`src/design/mmio_cfg.svh`:
```
`ifndef MMIO_CFG_SVH
`define MMIO_CFG_SVH

// bus width, shared by data and address
`define MMIO_DATA_W 32

// word addresses below this hit data memory
`define MMIO_MEM_WORDS 2048

// peripheral map
`define MMIO_SPI_CMD_ADDR   32'd121212 // spi command + counter
`define MMIO_SPI_PARAM_ADDR 32'd333333 // spi parameter word
`define MMIO_I2C_ADDR       32'd923923 // last touch coordinate

// memory returns this when the word is not valid
`define MMIO_POISON 32'hBAD1BAD1

`endif
```
`src/design/mmio_pkg.sv`:
```
package mmio_pkg;

    // where a host access ends up
    typedef enum logic [2:0] {
        TGT_NONE,      // unmapped, answered by the router itself
        TGT_MEM,       // data memory
        TGT_SPI_CMD,   // spi command register
        TGT_SPI_PARAM, // spi parameter register
        TGT_I2C        // i2c coordinate capture
    } target_e;

    // router sequencing
    typedef enum logic [1:0] {
        R_IDLE,     // wait for host req
        R_DISPATCH, // raise channel req
        R_RESPOND,  // wait for channel ack
        R_RELEASE   // hold host ack until req drops
    } router_state_e;

    // memory bus master
    typedef enum logic [2:0] {
        M_IDLE,
        M_STROBE,    // one cycle read/write strobe
        M_WAIT_BUSY, // memory has not started yet
        M_WAIT_DONE, // memory working
        M_ACK
    } mem_state_e;

    // peripheral bridge
    typedef enum logic [1:0] {
        P_IDLE,
        P_WAIT_SPI, // spi command held off by busy
        P_ACK
    } periph_state_e;

endpackage

```
`src/design/chan_if.sv`:
```
`include "mmio_cfg.svh"

// one four-phase access between the router and a channel block
interface chan_if;
    import mmio_pkg::*;

    logic                    req;   // held until ack seen
    logic                    ack;   // held until req drops
    logic                    write;
    target_e                 target;
    logic [`MMIO_DATA_W-1:0] addr;
    logic [`MMIO_DATA_W-1:0] wdata;
    logic [`MMIO_DATA_W-1:0] rdata; // valid while ack high

    // router side
    modport master (
        output req, write, target, addr, wdata,
        input  ack, rdata
    );

    // channel block side
    modport slave (
        input  req, write, target, addr, wdata,
        output ack, rdata
    );

endinterface

```
`src/design/mmio_top.sv`:
```
`include "mmio_cfg.svh"

module mmio_top (
    input  logic                    clk,
    input  logic                    nRst,
    // host
    input  logic                    host_req_i,
    input  logic                    host_write_i,
    input  logic [`MMIO_DATA_W-1:0] host_addr_i,
    input  logic [`MMIO_DATA_W-1:0] host_wdata_i,
    output logic                    host_ack_o,
    output logic [`MMIO_DATA_W-1:0] host_rdata_o,
    // data memory
    output logic                    mem_read_o,
    output logic                    mem_write_o,
    output logic [`MMIO_DATA_W-1:0] mem_addr_o,
    output logic [`MMIO_DATA_W-1:0] mem_wdata_o,
    input  logic [`MMIO_DATA_W-1:0] mem_rdata_i,
    input  logic                    mem_busy_i,
    // spi
    input  logic                    spi_busy_i,
    output logic [`MMIO_DATA_W-1:0] spi_data_o,
    output logic                    spi_comm_enable_o,
    output logic                    spi_param_enable_o,
    // i2c
    input  logic [`MMIO_DATA_W-1:0] i2c_xy_i,
    input  logic                    i2c_done_i
);

    chan_if mem_ch (); // router to memory master
    chan_if per_ch (); // router to spi/i2c bridge

    mmio_router router_i (
        .clk          (clk),
        .nRst         (nRst),
        .host_req_i   (host_req_i),
        .host_write_i (host_write_i),
        .host_addr_i  (host_addr_i),
        .host_wdata_i (host_wdata_i),
        .host_ack_o   (host_ack_o),
        .host_rdata_o (host_rdata_o),
        .mem_ch       (mem_ch.master),
        .per_ch       (per_ch.master)
    );

    mem_bus_master mem_master_i (
        .clk         (clk),
        .nRst        (nRst),
        .ch          (mem_ch.slave),
        .mem_read_o  (mem_read_o),
        .mem_write_o (mem_write_o),
        .mem_addr_o  (mem_addr_o),
        .mem_wdata_o (mem_wdata_o),
        .mem_rdata_i (mem_rdata_i),
        .mem_busy_i  (mem_busy_i)
    );

    periph_bridge periph_i (
        .clk                (clk),
        .nRst               (nRst),
        .ch                 (per_ch.slave),
        .spi_busy_i         (spi_busy_i),
        .spi_data_o         (spi_data_o),
        .spi_comm_enable_o  (spi_comm_enable_o),
        .spi_param_enable_o (spi_param_enable_o),
        .i2c_xy_i           (i2c_xy_i),
        .i2c_done_i         (i2c_done_i)
    );

endmodule

```
`src/design/periph_bridge.sv`:
```
`include "mmio_cfg.svh"

module periph_bridge (
    input  logic                    clk,
    input  logic                    nRst,
    chan_if.slave                   ch,
    // spi display controller
    input  logic                    spi_busy_i,
    output logic [`MMIO_DATA_W-1:0] spi_data_o,
    output logic                    spi_comm_enable_o,
    output logic                    spi_param_enable_o,
    // i2c touch sensor
    input  logic [`MMIO_DATA_W-1:0] i2c_xy_i,
    input  logic                    i2c_done_i
);
    import mmio_pkg::*;

    periph_state_e           state;
    logic [`MMIO_DATA_W-1:0] i2c_xy_q;  // latest touch coordinate
    logic [`MMIO_DATA_W-1:0] rdata_q;
    logic                    new_req;   // req seen while idle
    logic                    cmd_wr;
    logic                    param_wr;
    logic                    i2c_rd;

    assign new_req  = (state == P_IDLE) & ch.req;
    assign cmd_wr   = ch.write & (ch.target == TGT_SPI_CMD);
    assign param_wr = ch.write & (ch.target == TGT_SPI_PARAM);
    assign i2c_rd   = ~ch.write & (ch.target == TGT_I2C);

    // wdata is held by the router for the whole access
    assign spi_data_o = ch.wdata;

    // parameter goes out straight away, no busy check
    assign spi_param_enable_o = new_req & param_wr;
    // command waits out spi busy
    assign spi_comm_enable_o  = (state == P_WAIT_SPI) & ~spi_busy_i;

    assign ch.ack   = (state == P_ACK);
    assign ch.rdata = rdata_q;

    always_ff @(posedge clk, negedge nRst) begin
        if (!nRst) begin
            state <= P_IDLE;
        end else begin
            case (state)
                P_IDLE: begin
                    if (ch.req) begin
                        state <= cmd_wr ? P_WAIT_SPI : P_ACK;
                    end
                end
                P_WAIT_SPI: begin
                    if (!spi_busy_i) state <= P_ACK; // enable pulsed this cycle
                end
                P_ACK: begin
                    if (!ch.req) state <= P_IDLE;
                end
                default: state <= P_IDLE;
            endcase
        end
    end

    // touch capture, any done pulse updates it
    always_ff @(posedge clk, negedge nRst) begin
        if (!nRst) begin
            i2c_xy_q <= '0;
        end else if (i2c_done_i) begin
            i2c_xy_q <= i2c_xy_i;
        end
    end

    // read word, i2c read returns the capture, everything else zero
    always_ff @(posedge clk) begin
        if (new_req) begin
            rdata_q <= i2c_rd ? i2c_xy_q : '0;
        end
    end

endmodule

```
`src/design/mem_bus_master.sv`:
```
`include "mmio_cfg.svh"

module mem_bus_master (
    input  logic                    clk,
    input  logic                    nRst,
    chan_if.slave                   ch,
    // data memory bus
    output logic                    mem_read_o,
    output logic                    mem_write_o,
    output logic [`MMIO_DATA_W-1:0] mem_addr_o,
    output logic [`MMIO_DATA_W-1:0] mem_wdata_o,
    input  logic [`MMIO_DATA_W-1:0] mem_rdata_i,
    input  logic                    mem_busy_i
);
    import mmio_pkg::*;

    mem_state_e              state;
    logic                    write_q;
    logic [`MMIO_DATA_W-1:0] addr_q;
    logic [`MMIO_DATA_W-1:0] wdata_q;
    logic [`MMIO_DATA_W-1:0] rdata_q;

    // single-cycle strobe while in STROBE
    assign mem_read_o  = (state == M_STROBE) & ~write_q;
    assign mem_write_o = (state == M_STROBE) & write_q;
    assign mem_addr_o  = addr_q;
    assign mem_wdata_o = wdata_q;

    assign ch.ack   = (state == M_ACK);
    assign ch.rdata = rdata_q;

    always_ff @(posedge clk, negedge nRst) begin
        if (!nRst) begin
            state <= M_IDLE;
        end else begin
            case (state)
                M_IDLE:      if (ch.req) state <= M_STROBE;
                M_STROBE:    state <= M_WAIT_BUSY;
                // memory raises busy some time after the strobe
                M_WAIT_BUSY: if (mem_busy_i) state <= M_WAIT_DONE;
                M_WAIT_DONE: if (!mem_busy_i) state <= M_ACK;
                M_ACK:       if (!ch.req) state <= M_IDLE; // four-phase release
                default:     state <= M_IDLE;
            endcase
        end
    end

    // payload capture
    always_ff @(posedge clk) begin
        if (state == M_IDLE && ch.req) begin
            write_q <= ch.write;
            addr_q  <= ch.addr;
            wdata_q <= ch.wdata;
        end
        if (state == M_WAIT_DONE && !mem_busy_i) begin
            if (write_q || mem_rdata_i == `MMIO_POISON) begin
                rdata_q <= '0; // poison word reads as zero
            end else begin
                rdata_q <= mem_rdata_i;
            end
        end
    end

endmodule

```
`src/design/mmio_router.sv`:
```
`include "mmio_cfg.svh"

module mmio_router (
    input  logic                    clk,
    input  logic                    nRst,
    // host (memory handler) side
    input  logic                    host_req_i,
    input  logic                    host_write_i,
    input  logic [`MMIO_DATA_W-1:0] host_addr_i,
    input  logic [`MMIO_DATA_W-1:0] host_wdata_i,
    output logic                    host_ack_o,
    output logic [`MMIO_DATA_W-1:0] host_rdata_o,
    // channels
    chan_if.master                  mem_ch,
    chan_if.master                  per_ch
);
    import mmio_pkg::*;

    router_state_e           state;
    target_e                 tgt_dec;  // decode of live host address
    target_e                 tgt_q;    // target of the access in flight
    logic                    write_q;
    logic [`MMIO_DATA_W-1:0] addr_q;
    logic [`MMIO_DATA_W-1:0] wdata_q;
    logic [`MMIO_DATA_W-1:0] rdata_q;
    logic                    ch_req_q; // shared req steered by tgt_q
    logic                    ch_ack;
    logic [`MMIO_DATA_W-1:0] ch_rdata;

    // address decode
    always_comb begin
        if (host_addr_i < `MMIO_MEM_WORDS) begin
            tgt_dec = TGT_MEM;
        end else if (host_addr_i == `MMIO_SPI_CMD_ADDR) begin
            tgt_dec = TGT_SPI_CMD;
        end else if (host_addr_i == `MMIO_SPI_PARAM_ADDR) begin
            tgt_dec = TGT_SPI_PARAM;
        end else if (host_addr_i == `MMIO_I2C_ADDR) begin
            tgt_dec = TGT_I2C;
        end else begin
            tgt_dec = TGT_NONE; // unmapped
        end
    end

    // response merge from whichever channel acked
    assign ch_ack   = mem_ch.ack | per_ch.ack;
    assign ch_rdata = mem_ch.ack ? mem_ch.rdata : per_ch.rdata;

    // channel drive
    assign mem_ch.req    = ch_req_q & (tgt_q == TGT_MEM);
    assign mem_ch.write  = write_q;
    assign mem_ch.target = tgt_q;
    assign mem_ch.addr   = addr_q;
    assign mem_ch.wdata  = wdata_q;

    assign per_ch.req    = ch_req_q & (tgt_q != TGT_MEM); // never set for TGT_NONE
    assign per_ch.write  = write_q;
    assign per_ch.target = tgt_q;
    assign per_ch.addr   = addr_q;
    assign per_ch.wdata  = wdata_q;

    assign host_rdata_o = rdata_q;

    always_ff @(posedge clk, negedge nRst) begin
        if (!nRst) begin
            state      <= R_IDLE;
            tgt_q      <= TGT_NONE;
            ch_req_q   <= 1'b0;
            host_ack_o <= 1'b0;
        end else begin
            case (state)
                R_IDLE: begin
                    if (host_req_i) begin
                        tgt_q <= tgt_dec;
                        state <= R_DISPATCH;
                    end
                end
                R_DISPATCH: begin
                    ch_req_q <= (tgt_q != TGT_NONE); // unmapped skips the channel
                    state    <= R_RESPOND;
                end
                R_RESPOND: begin
                    if (tgt_q == TGT_NONE || ch_ack) begin
                        ch_req_q   <= 1'b0; // drop channel req with host ack
                        host_ack_o <= 1'b1;
                        state      <= R_RELEASE;
                    end
                end
                R_RELEASE: begin
                    if (!host_req_i) begin
                        host_ack_o <= 1'b0;
                        state      <= R_IDLE;
                    end
                end
                default: state <= R_IDLE;
            endcase
        end
    end

    // access payload and response word
    always_ff @(posedge clk) begin
        if (state == R_IDLE && host_req_i) begin
            write_q <= host_write_i;
            addr_q  <= host_addr_i;
            wdata_q <= host_wdata_i;
        end
        if (state == R_RESPOND) begin
            if (tgt_q == TGT_NONE) begin
                rdata_q <= '0; // unmapped reads as zero
            end else if (ch_ack) begin
                rdata_q <= ch_rdata;
            end
        end
    end

endmodule

```
`config.mk`:
```
export PLATFORM = sky130hd
export DESIGN_NAME = mmio_top
export DESIGN_NICKNAME = d
export VERILOG_FILES = /design/src/design/mmio_pkg.sv /design/src/design/chan_if.sv /design/src/design/mmio_top.sv /design/src/design/periph_bridge.sv /design/src/design/mem_bus_master.sv /design/src/design/mmio_router.sv
export VERILOG_INCLUDE_DIRS = /design/src /design/src/design
export SDC_FILE = /design/constraint.sdc
export NUM_CORES = 1
export LEC_CHECK = 0
export CAP_MARGIN = 10
export CORE_UTILIZATION = 46
export DETAILED_ROUTE_END_ITERATION = 16
export DONT_BUFFER_PORTS = 1
export GPL_TIMING_DRIVEN = 0
export HOLD_SLACK_MARGIN = 0.06
export PLACE_DENSITY = 0.71
export SETUP_SLACK_MARGIN = 0.2
export SYNTH_ARGS = -nofsm -noshare
export SYNTH_HDL_FRONTEND = slang
export SYNTH_HIERARCHICAL = 1
export SYNTH_SLANG_ARGS = --single-unit
```
`constraint.sdc`:
```
create_clock -name clk -period 7.37 [get_ports clk]
set_input_delay 1.474 -clock clk [delete_from_list [all_inputs] [get_ports clk]]
set_output_delay 1.474 -clock clk [all_outputs]
set_load 0.01 [all_outputs]
```
==> implementation parameters <==
Parameter                              Value

Floorplanning
  Die footprint ... roughly 24000 µm²
  Die height ... around 150 µm
  Initial core utilization ... between 40% and 50%
  Area of the core ... roughly 23000 µm²
  Die Wd ... roughly 150 µm
  Row count ... 55
  Io pins ... 268

Placement
  Port-buffer cells ... 0
  Detailed Place HPWL ... 16.4 mm
  Cell count after placement ... between 900 and 1000
  Placed Instance Area ... ~11000 µm²
  Pre-CTS worst setup slack ... roughly 3800 ps
  Final RePlAce weighted congestion ... 0.843

Logic synthesis
  Yosys warning total ... 6
  Synthesized Nets ... between 700 and 800
  Combined area of all synthesized cells ... between 10000 and 15000 µm²
  Post-Syn Instances ... 627
  Mean instance size in the synthesized netlist ... 16.9 µm²

CTS
  Number of H-tree branching levels ... 1
  Bufs on Longest Clock Path ... 3
  Post_cts resized ... 0
  Buffer count from post-CTS setup fixing ... 0
  Number of buffers added by the clock tree synthesis step ... 28
  Clock-pin slew on the worst setup and hold paths ... about 70 ps
  # hold bufs at CTS ... 0
  Clk Latency, worst-skew pair ... approximately 530 ps
  Clock tree from TritonCTS ... yes
  Clock Tree Root ... sky130_fd_sc_hd__clkbuf_16
  Clock tree sinks ... 270

Power and ir drop
  Net switching fraction of the power ... 25.8%
  Sequential Power Share ... between 50% and 60%
  Cell area power density ... approximately 350 nW/µm²
  Switch Pwr ... roughly 1100 µW
  Static Leak ... about 0.0043 µW
  Peak supply drop ... 0.173 mV
  Fraction of power consumed by the clock network ... 34.2%
  Internal ... a little over 3000 µW
  Share of power burned in combinational logic ... between 10% and 20%

Layout
  Most frequent cells in the layout ... sky130_fd_sc_hd__edfxtp_1, sky130_fd_sc_hd__buf_4, sky130_fd_sc_hd__dfrtp_1, sky130_fd_sc_hd__nor2_1, sky130_fd_sc_hd__mux2i_1
  Syn-to-layout area delta ... 13.4%
  Post-layout instance count excluding filler cells ... 970
  Number of antenna diodes ... 0
  Number of nets at the end of the flow ... between 800 and 900
  Post-route standard cell area excluding fillers ... between 10000 and 15000 µm²
  Share of final-layout standard cells stronger than drive strength 1 ... between 20% and 30%
  Most common library cell in the layout ignoring fill and taps ... sky130_fd_sc_hd__edfxtp_1

Critical path
  Register-to-Register Setup Slack ... around 5000 ps
  FF-to-FF Start ... mem_master_i/state[1]
  Maximum net fanout on the critical path ... 10
  Capturing element type of the critical path ... output port
  Critical Path, Cell by Cell ... clkbuf_1 -> nor4bb_1
  CP peak stage delay ... around 750 ps
  Worst reg2reg path endpoint ... router_i/host_rdata_o[10]
  Cell at the slowest stage of the critical path ... sky130_fd_sc_hd__nor4bb_1
  Crit start category ... flop
  Worst path arrival time ... ~2200 ps
  Register-to-Register Path Depth ... 4
  Setup crit start ... mem_master_i/write_q
  Crit Path Class ... reg2out
  Data required time at the worst endpoint ... just under 6000 ps

Timing
  Highest Clock Rate ... approximately 270 MHz
  Setup slack of the critical path after layout ... roughly 3700 ps
  Period utilization ... 50.4%
  Finish-stage setup viols ... 0
  Final sum of negative setup slack ... 0 ps
  RSZ-0062 raised after global routing ... no
  Min Tclk post-route ... 3710 ps
  Clk_skew ... between 15 and 20 ps
  Max-slew violation count ... 0
  Endpoints failing hold ... 0
  Pin slew with the least headroom to its limit ... 912 ps
  WHS ... 416 ps
  Headroom to the max-slew limit ... about two fifths

Min path
  Number of stages on the worst hold path ... 0
  Hold Path Origin ... router_i/mem_ch.addr[31]
  Hold path endpoint ... mem_master_i/mem_addr_o[31]
  Type of the tightest min-delay check ... reg2reg

Drt
  DRC ... 0
  Overall via count from detail_route ... around 5000
  Number of search-and-repair iterations in the first detailed-routing pass ... 4
  Initial DRC count ... between 200 and 300
  Number of antenna-violating nets in the routed design ... 0
  WL/cell ... about 22 µm
  Average via count per standard cell ... between 5 and 6
  Final wirelength ... about 22 mm

GRT
  GRT overflow ... 0
  First-pass GRT wire length ... approximately 32 mm
  Largest net degree at the start of global routing ... 46
  Vias in the first global route ... 5351
  Antenna violations before repair ... 0
  Global-route usage over all layers ... between 10% and 20%

Flow run
  Max-capacitance violation count ... 0

Outcome
  Run status ... complete, no violations
[cell type report]
cell class              instances  area, µm²
flip-flops and latches        270       7890
fillers                      1792      10600
repair buffers                  6       85.1
well taps                     285        357
plain buffers                  87        616
clock buffers                  33        751
clock inverters                19        200
inverters                       6       22.5
multi-input cells             264       2100
[state kept, by name (all words and copies together), names as in the netlist, 32 cells and up]
name                      cells
router_i/host_rdata_o        32
periph_i/ch.rdata            32
router_i/mem_ch.wdata        32
periph_i/i2c_xy_q            32
router_i/mem_ch.addr         32
mem_master_i/ch.rdata        32
mem_master_i/mem_addr_o      32
mem_master_i/mem_wdata_o     32
[per-stage QoR]
| step | power [µW] | util, % |
|---|---|---|
| after floorplan | 2570 | - |
| after global routing | 4340 | 53.1 |
| final | 4170 | 53.1 |
| after detailed placement | 2790 | 48.9 |
| after global placement | 2730 | 48.4 |
| after CTS | 4220 | 53.1 |
[how the worst max path moves through the flow]
| stage | end | slack, ps | cells past startpoint |
|---|---|---|---|
| floorplan | mem_master_i/ch.rdata[0] | 2160 | 1 |
| detailed placement | spi_comm_enable_o | 3850 | 2 |
| global route | mem_write_o | 3550 | 2 |
| global placement | mem_master_i/ch.rdata[21] | 910 | 1 |
| CTS | mem_write_o | 3540 | 2 |
| finish | mem_write_o | 3660 | 2 |
[power groups by stage]
| stage | registers (µW) | logic, µW | clock network [µW] |
|---|---|---|---|
| floorplan | 2170 | 401 | 0 |
| global placement | 2240 | 492 | 0 |
| detailed placement | 2230 | 555 | 0 |
| CTS | 2200 | 557 | 1460 |
| global route | 2220 | 603 | 1510 |
| finish | 2190 | 551 | 1430 |
[critical path, delay by kind of cell (launching register included)]
kind          cells  cell delay, ps
buf+inv           1             490
flops             1             460
simple gates      1             750
[layer usage]
metal | wire (µm) | track usage, % | vias to the layer above
met5 | 0 | 0 | -
met4 | 529 | 5.48 | 0
met3 | 1840 | 5.86 | 35
met2 | 11200 | 32.2 | 239
met1 | 8080 | 20.6 | 2542
li1 | - | - | 2322
(Power assumes the default switching activity.)
